**src/rtl/haar_pkg.sv**
```systemverilog
package haar_pkg;

	localparam int PIXEL_W  = 8;
	localparam int II_W     = 20; // covers a resized frame of up to 64x64.
	localparam int WIN_SIZE = 4;
	localparam int DB_DEPTH = 7;
	localparam int DB_AW    = 3;
	localparam int COORD_W  = 7; // padded corner coordinates up to 64.
	localparam int VAL_W    = 12; // width of a feature left or right value.
	localparam int SUM_W    = 14; // width of a stage sum and its threshold.

	typedef struct packed {
		logic [1:0]        x;
		logic [1:0]        y;
		logic [2:0]        w; // 1 to 4 pixels.
		logic [2:0]        h;
		logic signed [3:0] weight;
	} haar_rect_t;

	typedef struct packed {
		logic                    tag; // 0 marks a feature record.
		haar_rect_t              r0;
		haar_rect_t              r1;
		logic signed [15:0]      thr;
		logic signed [VAL_W-1:0] left_val;
		logic signed [VAL_W-1:0] right_val;
	} haar_feature_t;

	typedef struct packed {
		logic                                    tag; // 1 marks a stage record.
		logic                                    last;
		logic [$bits(haar_feature_t)-SUM_W-3:0]  rsvd;
		logic signed [SUM_W-1:0]                 thr;
	} haar_stage_t;

	typedef union packed {
		haar_feature_t feat;
		haar_stage_t   stage;
	} haar_word_u;

	function automatic haar_rect_t mk_rect(int x, int y, int w, int h, int wt);
		haar_rect_t r;
		r.x = 2'(x);
		r.y = 2'(y);
		r.w = 3'(w);
		r.h = 3'(h);
		r.weight = 4'(wt);
		return r;
	endfunction

	function automatic haar_word_u mk_feat(haar_rect_t ra, haar_rect_t rb, int t, int lv, int rv);
		haar_word_u wd;
		wd.feat.tag = 1'b0;
		wd.feat.r0 = ra;
		wd.feat.r1 = rb;
		wd.feat.thr = 16'(t);
		wd.feat.left_val = VAL_W'(lv);
		wd.feat.right_val = VAL_W'(rv);
		return wd;
	endfunction

	function automatic haar_word_u mk_stage(int t, logic is_last);
		haar_word_u wd;
		wd = '0;
		wd.stage.tag = 1'b1;
		wd.stage.last = is_last;
		wd.stage.thr = SUM_W'(t);
		return wd;
	endfunction

	// Every feature is balanced, so a flat window gives a zero feature value.
	localparam haar_word_u HAAR_ROM [DB_DEPTH] = '{
		mk_feat(mk_rect(0, 0, 4, 4, -1), mk_rect(0, 0, 4, 2, 2), 200, -3, 5),
		mk_feat(mk_rect(0, 0, 4, 4, -1), mk_rect(0, 0, 2, 4, 2), -300, -4, 1),
		mk_stage(2, 1'b0),
		mk_feat(mk_rect(0, 0, 4, 1, 2), mk_rect(0, 1, 4, 1, -2), 100, -2, 3),
		mk_feat(mk_rect(1, 0, 2, 4, 2), mk_rect(0, 0, 4, 4, -1), -200, -1, 2),
		mk_feat(mk_rect(0, 2, 4, 1, 1), mk_rect(0, 3, 4, 1, -1), 50, 2, -1),
		mk_stage(3, 1'b1)
	};

endpackage

```
**src/rtl/haar_ifs.sv**
```systemverilog
`timescale 1ns/10ps

interface db_rd_if;
	import haar_pkg::*;

	logic             rd_en;
	logic [DB_AW-1:0] addr;
	haar_word_u       word; // valid one cycle after rd_en.
	logic             word_valid;

	modport client (output rd_en, output addr, input word, input word_valid);
	modport server (input rd_en, input addr, output word, output word_valid);
endinterface

interface ii_rd_if;
	import haar_pkg::*;

	logic               rd_en;
	logic [COORD_W-1:0] cx; // padded coordinates, 0 is the zero border.
	logic [COORD_W-1:0] cy;
	logic [II_W-1:0]    data;
	logic               data_valid;

	modport client (output rd_en, output cx, output cy, input data, input data_valid);
	modport server (input rd_en, input cx, input cy, output data, output data_valid);
endinterface

interface feat_if;
	import haar_pkg::*;

	logic                    req_valid;
	logic                    req_ready;
	haar_feature_t           feature;
	logic [COORD_W-1:0]      win_x; // window origin in resized pixels.
	logic [COORD_W-1:0]      win_y;
	logic                    res_valid; // single-cycle pulse.
	logic signed [VAL_W-1:0] res_value;

	modport ctrl (output req_valid, output feature, output win_x, output win_y,
		input req_ready, input res_valid, input res_value);
	modport evaluator (input req_valid, input feature, input win_x, input win_y,
		output req_ready, output res_valid, output res_value);
endinterface

```
**src/rtl/detect_ctrl.sv**
```systemverilog
`timescale 1ns/10ps

module detect_ctrl #(
	parameter int FRAME_W = 16,
	parameter int FRAME_H = 12
) (
	input  logic                       clk_os,
	input  logic                       i_rst_n,
	input  logic                       i_frame_full,
	output logic                       o_frame_release,
	db_rd_if.client                    db,
	feat_if.ctrl                       feat,
	output logic                       o_win_valid,
	input  logic                       i_win_ready,
	output logic [haar_pkg::COORD_W:0] o_win_x,
	output logic [haar_pkg::COORD_W:0] o_win_y,
	output logic                       o_win_face
);
	import haar_pkg::*;

	localparam int RW     = FRAME_W / 2;
	localparam int RH     = FRAME_H / 2;
	localparam int LAST_X = RW - WIN_SIZE;
	localparam int LAST_Y = RH - WIN_SIZE;

	typedef enum logic [2:0] {
		S_IDLE, S_FETCH, S_DECODE, S_REQ, S_RES, S_OUT, S_REL
	} state_t;

	state_t                  state;
	logic [COORD_W-1:0]      wx;
	logic [COORD_W-1:0]      wy;
	logic [DB_AW-1:0]        addr;
	logic signed [SUM_W-1:0] stage_sum;
	haar_feature_t           feat_q;
	logic                    last_win;

	assign db.rd_en = (state == S_FETCH);
	assign db.addr = addr;
	assign feat.req_valid = (state == S_REQ);
	assign feat.feature = feat_q;
	assign feat.win_x = wx;
	assign feat.win_y = wy;
	assign o_win_valid = (state == S_OUT);
	assign o_win_x = {wx, 1'b0}; // back to original-frame pixels.
	assign o_win_y = {wy, 1'b0};
	assign o_frame_release = (state == S_REL);
	assign last_win = (wx == COORD_W'(LAST_X)) && (wy == COORD_W'(LAST_Y));

	always_ff @(posedge clk_os or negedge i_rst_n)
	begin
		if (!i_rst_n)
		begin
			state <= S_IDLE;
			wx <= '0;
			wy <= '0;
			addr <= '0;
			stage_sum <= '0;
			o_win_face <= 1'b0;
		end
		else
		begin
			case (state)
				S_IDLE:
					if (i_frame_full)
					begin
						wx <= '0;
						wy <= '0;
						addr <= '0;
						stage_sum <= '0;
						state <= S_FETCH;
					end
				S_FETCH:
					state <= S_DECODE;
				S_DECODE:
					if (db.word_valid)
					begin
						if (!db.word.feat.tag)
							state <= S_REQ;
						else if (stage_sum < db.word.stage.thr)
						begin
							o_win_face <= 1'b0; // early exit on a failed stage.
							state <= S_OUT;
						end
						else if (db.word.stage.last)
						begin
							o_win_face <= 1'b1;
							state <= S_OUT;
						end
						else
						begin
							stage_sum <= '0;
							addr <= addr + 1'b1;
							state <= S_FETCH;
						end
					end
				S_REQ:
					if (feat.req_ready)
						state <= S_RES;
				S_RES:
					if (feat.res_valid)
					begin
						stage_sum <= stage_sum + feat.res_value;
						addr <= addr + 1'b1;
						state <= S_FETCH;
					end
				S_OUT:
					if (i_win_ready)
					begin
						addr <= '0;
						stage_sum <= '0;
						if (last_win)
							state <= S_REL;
						else
						begin
							state <= S_FETCH;
							if (wx == COORD_W'(LAST_X))
							begin
								wx <= '0;
								wy <= wy + 1'b1;
							end
							else
								wx <= wx + 1'b1;
						end
					end
				default:
					state <= S_IDLE; // the release cycle frees the builder.
			endcase
		end
	end

	always_ff @(posedge clk_os)
	begin
		if (state == S_DECODE && db.word_valid)
			feat_q <= db.word.feat;
	end

endmodule

```
**src/rtl/facial_detection_ip.sv**
```systemverilog
`timescale 1ns/10ps

module facial_detection_ip #(
	parameter int FRAME_W = 16,
	parameter int FRAME_H = 12
) (
	input  logic                         clk_os,
	input  logic                         i_rst_n,
	input  logic                         i_pix_valid,
	output logic                         o_pix_ready,
	input  logic [haar_pkg::PIXEL_W-1:0] i_pix_data,
	output logic                         o_win_valid,
	input  logic                         i_win_ready,
	output logic [haar_pkg::COORD_W:0]   o_win_x,
	output logic [haar_pkg::COORD_W:0]   o_win_y,
	output logic                         o_win_face
);
	import haar_pkg::*;

	logic               rs_valid;
	logic               rs_ready;
	logic [PIXEL_W-1:0] rs_pixel;
	logic               frame_full;
	logic               frame_release;

	db_rd_if db ();
	ii_rd_if ii ();
	feat_if  feat ();

	frame_resizer #(.FRAME_W(FRAME_W), .FRAME_H(FRAME_H)) frame_resizer_inst (
		.clk_os(clk_os), .i_rst_n(i_rst_n),
		.i_pix_valid(i_pix_valid), .o_pix_ready(o_pix_ready), .i_pix_data(i_pix_data),
		.o_rs_valid(rs_valid), .i_rs_ready(rs_ready), .o_rs_pixel(rs_pixel)
	);

	integral_builder #(.FRAME_W(FRAME_W), .FRAME_H(FRAME_H)) integral_builder_inst (
		.clk_os(clk_os), .i_rst_n(i_rst_n),
		.i_rs_valid(rs_valid), .o_rs_ready(rs_ready), .i_rs_pixel(rs_pixel),
		.o_frame_full(frame_full), .i_frame_release(frame_release), .ii(ii.server)
	);

	haar_database haar_database_inst (.clk_os(clk_os), .i_rst_n(i_rst_n), .db(db.server));

	feature_evaluator feature_evaluator_inst (
		.clk_os(clk_os), .i_rst_n(i_rst_n), .feat(feat.evaluator), .ii(ii.client)
	);

	detect_ctrl #(.FRAME_W(FRAME_W), .FRAME_H(FRAME_H)) detect_ctrl_inst (
		.clk_os(clk_os), .i_rst_n(i_rst_n),
		.i_frame_full(frame_full), .o_frame_release(frame_release),
		.db(db.client), .feat(feat.ctrl),
		.o_win_valid(o_win_valid), .i_win_ready(i_win_ready),
		.o_win_x(o_win_x), .o_win_y(o_win_y), .o_win_face(o_win_face)
	);

endmodule

```
**src/rtl/feature_evaluator.sv**
```systemverilog
`timescale 1ns/10ps

module feature_evaluator (
	input  logic        clk_os,
	input  logic        i_rst_n,
	feat_if.evaluator   feat,
	ii_rd_if.client     ii
);
	import haar_pkg::*;

	typedef enum logic [1:0] {S_IDLE, S_ISSUE, S_WAIT, S_DONE} state_t;

	state_t                  state;
	haar_feature_t           feat_q;
	logic [COORD_W-1:0]      wx_q;
	logic [COORD_W-1:0]      wy_q;
	logic [2:0]              rd_idx; // rectangle in bit 2, corner in bits 1:0.
	logic [2:0]              ret_idx;
	haar_rect_t              rd_rect;
	haar_rect_t              ret_rect;
	logic signed [3:0]       ret_weight;
	logic signed [II_W+1:0]  corner_val;
	logic signed [II_W+1:0]  rect_acc;
	logic signed [II_W+1:0]  rect_sum;
	logic signed [II_W+5:0]  feat_sum;

	assign feat.req_ready = (state == S_IDLE);
	assign ii.rd_en = (state == S_ISSUE);

	// corners A, B, C and D in that order, B and D to the right, C and D below.
	assign rd_rect = rd_idx[2] ? feat_q.r1 : feat_q.r0;
	assign ii.cx = wx_q + COORD_W'(rd_rect.x) + (rd_idx[0] ? COORD_W'(rd_rect.w) : '0);
	assign ii.cy = wy_q + COORD_W'(rd_rect.y) + (rd_idx[1] ? COORD_W'(rd_rect.h) : '0);

	assign ret_rect = ret_idx[2] ? feat_q.r1 : feat_q.r0;
	assign ret_weight = ret_rect.weight;
	assign corner_val = (ret_idx[0] ^ ret_idx[1]) ? -$signed({2'b00, ii.data})
		: $signed({2'b00, ii.data}); // B and C are subtracted.
	assign rect_sum = rect_acc + corner_val;

	always_ff @(posedge clk_os or negedge i_rst_n)
	begin
		if (!i_rst_n)
		begin
			state <= S_IDLE;
			rd_idx <= '0;
			ret_idx <= '0;
			feat.res_valid <= 1'b0;
		end
		else
		begin
			feat.res_valid <= 1'b0;
			if (ii.data_valid)
				ret_idx <= ret_idx + 1'b1;
			case (state)
				S_IDLE:
					if (feat.req_valid)
						state <= S_ISSUE;
				S_ISSUE:
				begin
					rd_idx <= rd_idx + 1'b1;
					if (rd_idx == 3'd7)
						state <= S_WAIT;
				end
				S_WAIT:
					if (ii.data_valid && ret_idx == 3'd7)
						state <= S_DONE;
				default:
				begin
					feat.res_valid <= 1'b1;
					state <= S_IDLE;
				end
			endcase
		end
	end

	always_ff @(posedge clk_os)
	begin
		if (feat.req_valid && feat.req_ready)
		begin
			feat_q <= feat.feature;
			wx_q <= feat.win_x;
			wy_q <= feat.win_y;
			rect_acc <= '0;
			feat_sum <= '0;
		end
		else if (ii.data_valid)
		begin
			if (ret_idx[1:0] == 2'd3)
			begin
				feat_sum <= feat_sum + rect_sum * ret_weight; // rectangle complete.
				rect_acc <= '0;
			end
			else
				rect_acc <= rect_sum;
		end
		if (state == S_DONE)
			feat.res_value <= (feat_sum < $signed(feat_q.thr)) ? feat_q.left_val
				: feat_q.right_val;
	end

endmodule

```
**src/rtl/frame_resizer.sv**
```systemverilog
`timescale 1ns/10ps

module frame_resizer #(
	parameter int FRAME_W = 16,
	parameter int FRAME_H = 12
) (
	input  logic                         clk_os,
	input  logic                         i_rst_n,
	input  logic                         i_pix_valid,
	output logic                         o_pix_ready,
	input  logic [haar_pkg::PIXEL_W-1:0] i_pix_data,
	output logic                         o_rs_valid,
	input  logic                         i_rs_ready,
	output logic [haar_pkg::PIXEL_W-1:0] o_rs_pixel
);
	import haar_pkg::*;

	localparam int RW = FRAME_W / 2;
	localparam int CW = $clog2(FRAME_W);
	localparam int HW = $clog2(FRAME_H);

	logic [CW-1:0]      col;
	logic [HW-1:0]      row;
	logic [PIXEL_W-1:0] even_pix;
	logic [PIXEL_W:0]   line_buf [RW]; // pair sums of the last even row.
	logic [PIXEL_W:0]   pair_sum;
	logic [PIXEL_W+1:0] quad_sum;
	logic               xfer;

	assign o_pix_ready = !o_rs_valid || i_rs_ready; // stall while the output is held.
	assign xfer = i_pix_valid && o_pix_ready;
	assign pair_sum = {1'b0, even_pix} + {1'b0, i_pix_data};
	assign quad_sum = {1'b0, pair_sum} + {1'b0, line_buf[col[CW-1:1]]};

	always_ff @(posedge clk_os or negedge i_rst_n)
	begin
		if (!i_rst_n)
		begin
			col <= '0;
			row <= '0;
			o_rs_valid <= 1'b0;
		end
		else
		begin
			if (xfer)
			begin
				if (col == CW'(FRAME_W - 1))
				begin
					col <= '0;
					row <= (row == HW'(FRAME_H - 1)) ? '0 : row + 1'b1;
				end
				else
					col <= col + 1'b1;
			end
			if (xfer && col[0] && row[0])
				o_rs_valid <= 1'b1; // bottom right pixel of a 2x2 block.
			else if (i_rs_ready)
				o_rs_valid <= 1'b0;
		end
	end

	always_ff @(posedge clk_os)
	begin
		if (xfer && !col[0])
			even_pix <= i_pix_data;
		if (xfer && col[0] && !row[0])
			line_buf[col[CW-1:1]] <= pair_sum;
		if (xfer && col[0] && row[0])
			o_rs_pixel <= quad_sum[PIXEL_W+1:2]; // floor of the 2x2 average.
	end

endmodule

```
**src/rtl/haar_database.sv**
```systemverilog
`timescale 1ns/10ps

module haar_database (
	input  logic    clk_os,
	input  logic    i_rst_n,
	db_rd_if.server db
);
	import haar_pkg::*;

	always_ff @(posedge clk_os or negedge i_rst_n)
	begin
		if (!i_rst_n)
			db.word_valid <= 1'b0;
		else
			db.word_valid <= db.rd_en;
	end

	always_ff @(posedge clk_os)
	begin
		if (db.rd_en)
			db.word <= (db.addr < DB_AW'(DB_DEPTH)) ? HAAR_ROM[db.addr] : '0;
	end

endmodule

```
**src/rtl/integral_builder.sv**
```systemverilog
`timescale 1ns/10ps

module integral_builder #(
	parameter int FRAME_W = 16,
	parameter int FRAME_H = 12
) (
	input  logic                         clk_os,
	input  logic                         i_rst_n,
	input  logic                         i_rs_valid,
	output logic                         o_rs_ready,
	input  logic [haar_pkg::PIXEL_W-1:0] i_rs_pixel,
	output logic                         o_frame_full,
	input  logic                         i_frame_release,
	ii_rd_if.server                      ii
);
	import haar_pkg::*;

	localparam int RW    = FRAME_W / 2;
	localparam int RH    = FRAME_H / 2;
	localparam int DEPTH = RW * RH;
	localparam int AW    = $clog2(DEPTH);
	localparam int XW    = $clog2(RW);
	localparam int YW    = $clog2(RH);

	logic [II_W-1:0] mem [DEPTH];
	logic [XW-1:0]   x;
	logic [YW-1:0]   y;
	logic [AW-1:0]   addr;
	logic [II_W-1:0] row_sum; // running sum of the current row.
	logic            wr_pend;
	logic [AW-1:0]   wr_addr;
	logic [AW-1:0]   rd_addr;
	logic            rd_zero;
	logic            rd_zero_q;
	logic [II_W-1:0] rd_q;
	logic [II_W-1:0] rd_val;
	logic            accept;
	logic            last_pend;

	assign last_pend = wr_pend && (wr_addr == AW'(DEPTH - 1));
	assign o_rs_ready = !(o_frame_full || last_pend);
	assign accept = i_rs_valid && o_rs_ready;
	assign rd_val = rd_zero_q ? '0 : rd_q;
	assign ii.data = rd_val;

	// one read port serves the row above while building and the corners once full.
	always_comb
	begin
		if (o_frame_full)
		begin
			rd_zero = (ii.cx == '0) || (ii.cy == '0);
			rd_addr = AW'((ii.cy - 1'b1) * RW + (ii.cx - 1'b1));
		end
		else
		begin
			rd_zero = (y == '0);
			rd_addr = addr - AW'(RW);
		end
	end

	always_ff @(posedge clk_os)
	begin
		rd_q <= mem[rd_addr];
		rd_zero_q <= rd_zero;
		if (wr_pend)
			mem[wr_addr] <= row_sum + rd_val; // row sum plus the integral above.
		if (accept)
		begin
			row_sum <= ((x == '0) ? '0 : row_sum) + II_W'(i_rs_pixel);
			wr_addr <= addr;
		end
	end

	always_ff @(posedge clk_os or negedge i_rst_n)
	begin
		if (!i_rst_n)
		begin
			x <= '0;
			y <= '0;
			addr <= '0;
			wr_pend <= 1'b0;
			o_frame_full <= 1'b0;
			ii.data_valid <= 1'b0;
		end
		else
		begin
			wr_pend <= accept;
			ii.data_valid <= ii.rd_en;
			if (accept)
			begin
				addr <= (addr == AW'(DEPTH - 1)) ? '0 : addr + 1'b1;
				if (x == XW'(RW - 1))
				begin
					x <= '0;
					y <= (y == YW'(RH - 1)) ? '0 : y + 1'b1;
				end
				else
					x <= x + 1'b1;
			end
			if (last_pend)
				o_frame_full <= 1'b1;
			else if (i_frame_release)
				o_frame_full <= 1'b0;
		end
	end

endmodule

```
**config.mk**
```make
export PLATFORM = sky130hd
export DESIGN_NAME = facial_detection_ip
export DESIGN_NICKNAME = d
export VERILOG_FILES = /design/src/rtl/haar_pkg.sv /design/src/rtl/haar_ifs.sv /design/src/rtl/detect_ctrl.sv /design/src/rtl/facial_detection_ip.sv /design/src/rtl/feature_evaluator.sv /design/src/rtl/frame_resizer.sv /design/src/rtl/haar_database.sv /design/src/rtl/integral_builder.sv
export SDC_FILE = /design/constraint.sdc
export NUM_CORES = 2
export LEC_CHECK = 0
export BUFFER_PORTS_ARGS = -buffer_cell sky130_fd_sc_hd__buf_4
export CAP_MARGIN = 5
export CORE_MARGIN = 2
export CORE_UTILIZATION = 40
export DETAILED_ROUTE_END_ITERATION = 16
export PLACE_DENSITY = 0.63
export SYNTH_ARGS = -nofsm -noshare
export SYNTH_HDL_FRONTEND = slang
export SYNTH_SLANG_ARGS = --single-unit
```
**constraint.sdc**
```tcl
create_clock -name clk_os -period 8.6 [get_ports clk_os]
set_clock_uncertainty 0.05 [all_clocks]
set_input_delay 0.43 -clock clk_os [delete_from_list [all_inputs] [get_ports clk_os]]
set_output_delay 0.43 -clock clk_os [all_outputs]
set_load 0.01 [all_outputs]
```
==> summary.md <==
| Metric | Value |
|---|---|
| First-pass GRT wire length | `224 mm` |
| Most frequent cells in the layout | `edfxtp_1 (1162), nand2_1 (1152), nand3_1 (345)` |
| CTS tree | `built` |
| Setup TNS | `0 ns` |
| Initial antenna violation count | `0` |
| Hold WC Path Type | `input port to register` |
| Final setup violation count | `0` |
| Slew Limit Fails | `0` |
| Ports | `31` |
| Final period util | `91.4%` |
| Core area | `150000 sq um` |
| Synth warn | `0` |
| Slowest cell on crit path | `ha_1` |
| PD cells | `351 nW/um^2` |
| Post-cts sizing count | `0` |
| Total power | `23700 uW` |
| M2 GR Usage | `30.5%` |
| Net count, final | `5451` |
| DR vias | `39200` |
| GRT Total Usage | `18.8%` |
| Die height | `392 microns` |
| Placed Instance Area | `63300 sq um` |
| Worst Path Max Fanout | `24` |
| Crit-path leading delay family | `adder cells` |
| Clk slew on worst S/H paths | `0.06 ns` |
| EDFF count, synth | `1162` |
| GR Overflow Total | `0` |
| Most common cell after layout, fill and taps aside | `edfxtp_1` |
| Core Util, Final | `45.1%` |
| FP Rows | `142` |
| Post-Route WL | `145 mm` |
| Mapped Cells | `5138` |
| Clock Latency Late Sink | `0.77 ns` |
| Crit path top cell by count | `a21oi_1` |
| Num Clock Sinks | `1300` |
| Pre-CTS setup slack | `0.821 ns` |
| Sequential element share of the synthesized area | `63.0%` |
| Peak supply drop | `0.000277 V` |
| Setup crit end kind | `register` |
| DR pass1 iterations | `5` |
| Area added between synthesis and finish | `12.0%` |
| Slew HR | `28.2%` |
| GP Congestion | `0.834` |
| Mean post-synth cell area | `11.7 sq um` |
| Worst path required time | `9.19 ns` |
| Met3 Usage GRT | `2.60%` |
| Number of nets with antenna violations after routing | `0` |
| RSZ-0062 raised after global routing | `no` |
| Unique masters post-synth | `82` |
| Max-Cap Viols | `0` |
| Met1 usage | `26.0%` |
| Cts bufs inserted | `133` |
| Clk buf depth | `3` |
| Initial Utilization | `40.3%` |
| Async set-reset flop share out of synthesis | `5.31%` |
| Largest stage delay, worst path | `0.71 ns` |
| Busiest grt layer | `met2` |
| #FFs+latches synth | `1300` |
| Worst endpoint data arrival time | `8.46 ns` |
| Synthesized cell area | `60400 sq um` |
| # diodes | `0` |
| LEAKAGE | `0.0251 uW` |
| Highest Clock Rate | `127 MHz` |
| Minimum clock period | `7.86 ns` |
| WL/cell | `20.0 microns` |
| H-Tree Depth | `4` |
| Critical setup path kind | `register to register` |
| Post-synth top flop | `edfxtp_1` |
| Post-DP HPWL | `85.0 mm` |
| CP Buf/Inv Count | `2` |
| Clk root buf | `clkbuf_16` |
| Largest net degree at the start of global routing | `150` |
| Worst-Margin Slew | `1.07 ns` |
| Vias/cell | `5.39` |
| # DRC | `0` |
| DRT iter0 DRCs | `3849` |
| Endpoints failing hold | `0` |
| Port-buffer cells | `28` |
| Vias in the first global route | `38000` |
| Die Span X | `392 microns` |
| Finished layout cell area | `67600 sq um` |
| Crit path launch type | `register` |
| Layout cell share with drive strength beyond 1 | `8.64%` |
| Die area | `154000 sq um` |
| Status | `complete, no violations` |
| Final setup margin | `0.737 ns` |
[registers in the layout (all words and copies together) (netlist names), 7 cells and up]
signal                           cells
detect_ctrl_inst.feat.feature       23
detect_ctrl_inst.feat.win_x          7
detect_ctrl_inst.feat.win_y          7
detect_ctrl_inst.stage_sum          14
feature_evaluator_inst.feat_q       23
feature_evaluator_inst.feat_sum     26
feature_evaluator_inst.rect_acc     22
feature_evaluator_inst.wx_q          7
feature_evaluator_inst.wy_q          7
frame_resizer_inst.even_pix          8
frame_resizer_inst.line_buf         72
frame_resizer_inst.o_rs_pixel        8
haar_database_inst.db.word          24
integral_builder_inst.mem          960
integral_builder_inst.rd_q          20
integral_builder_inst.row_sum       20
[final cells by class]
type	instances	area, sq um
clock buffers	151	3440
flip-flops and latches	1300	38000
well taps	2016	2520
repair buffers	144	1210
inverters	214	803
multi-input cells	3356	20900
clock inverters	89	693
fillers	13400	82200
[cell usage after synthesis (all sizes together), types with 9 or more instances]
cell / n / area (sq um)
nand2b: 44 / 275
o211ai: 10 / 75.1
nor3: 43 / 215
buf: 71 / 319
and3: 115 / 719
mux2i: 25 / 250
dfxtp: 69 / 1380
mux2: 32 / 364
and2: 27 / 169
a31oi: 75 / 469
a311oi: 140 / 1230
o21ai: 120 / 601
xor2: 40 / 358
clkbuf: 198 / 744
edfxtp: 1162 / 34900
or3: 14 / 87.6
nor2: 263 / 987
xnor2: 87 / 762
fa: 79 / 1580
nand2: 1152 / 4320
nand3b: 10 / 75.1
o21a: 17 / 128
nand4: 13 / 81.3
nor2b: 56 / 350
nand3: 345 / 1730
o31ai: 15 / 136
inv: 214 / 803
nor3b: 10 / 75.1
a21o: 39 / 293
dfrtp: 69 / 1730
a211oi: 61 / 463
a21oi: 201 / 1010
ha: 211 / 2640
mux4: 9 / 203
[worst paths after layout]
check | start | endpoint | slack, ns | cells past startpoint
setup / recovery | feature_evaluator_inst.ret_idx[0]$_DFFE_PN0P_ | feature_evaluator_inst.feat_sum[25]$_SDFFE_PP0P_ | 0.74 | 26
hold / removal | i_win_ready | detect_ctrl_inst.feat.win_x[5]$_DFFE_PN0P_ | 0.11 | 4
setup reg to reg | feature_evaluator_inst.ret_idx[0]$_DFFE_PN0P_ | feature_evaluator_inst.feat_sum[25]$_SDFFE_PP0P_ | 0.74 | 26
hold reg to reg | haar_database_inst.db.word[40]$_SDFFCE_PP0P_ | detect_ctrl_inst.feat.feature[40]$_DFFE_PP_ | 0.36 | 0
max in group asynchronous | i_rst_n | frame_resizer_inst.row[0]$_DFFE_PN0P_ | 7.50 | 2
min in group asynchronous | i_rst_n | detect_ctrl_inst.stage_sum[11]$_DFFE_PN0P_ | 0.32 | 2
[worst min-delay path: cells and delay by family]
kind / cells / cell delay, ns
buffers and inverters: 2 / 0.21
AOI/OAI and AO/OA: 1 / 0.14
and+or+nand+nor: 1 / 0.11
[cell families after synthesis]
| kind of cell | synth area share (%) |
|---|---|
| muxes | 1.35 |
| xor gates and xnor gates | 1.86 |
| buffers and inverters | 3.09 |
| other | 0.00621 |
| DFF | 63.0 |
| adders and majority gates | 6.99 |
| and+or+nand+nor | 15.4 |
| AOI/OAI and AO/OA | 8.32 |
[report_power, final]
group / leakage (uW) / switching (uW) / internal (uW)
Combinational: 0.0112 / 6610 / 3680
Clock: 0.00200 / 2470 / 3050
Sequential: 0.0120 / 301 / 7640
[repair_timing]
item                                   CTS  global route
hold buffers                            10             0
endpoints found under the hold margin   78             0
buffers inserted                         0             0
[per-layer routing]
layer | share of wire, % | vias to the layer above | wire (microns)
met5 | 0 | - | 0
met2 | 48 | 1051 | 69100
met4 | 2.8 | 0 | 4050
met3 | 5.2 | 207 | 7540
met1 | 44 | 19400 | 64600
li1 | - | 18500 | -
[per-stage QoR]
step	hold WS [ns]	instances
after global routing	0.0903	7270
final	0.111	7270
after detailed placement	0.355	7020
after global placement	0.352	7020
after floorplan	0.0844	5139
after CTS	0.0595	7270
Note: power is estimated with default switching activity, not from simulation.
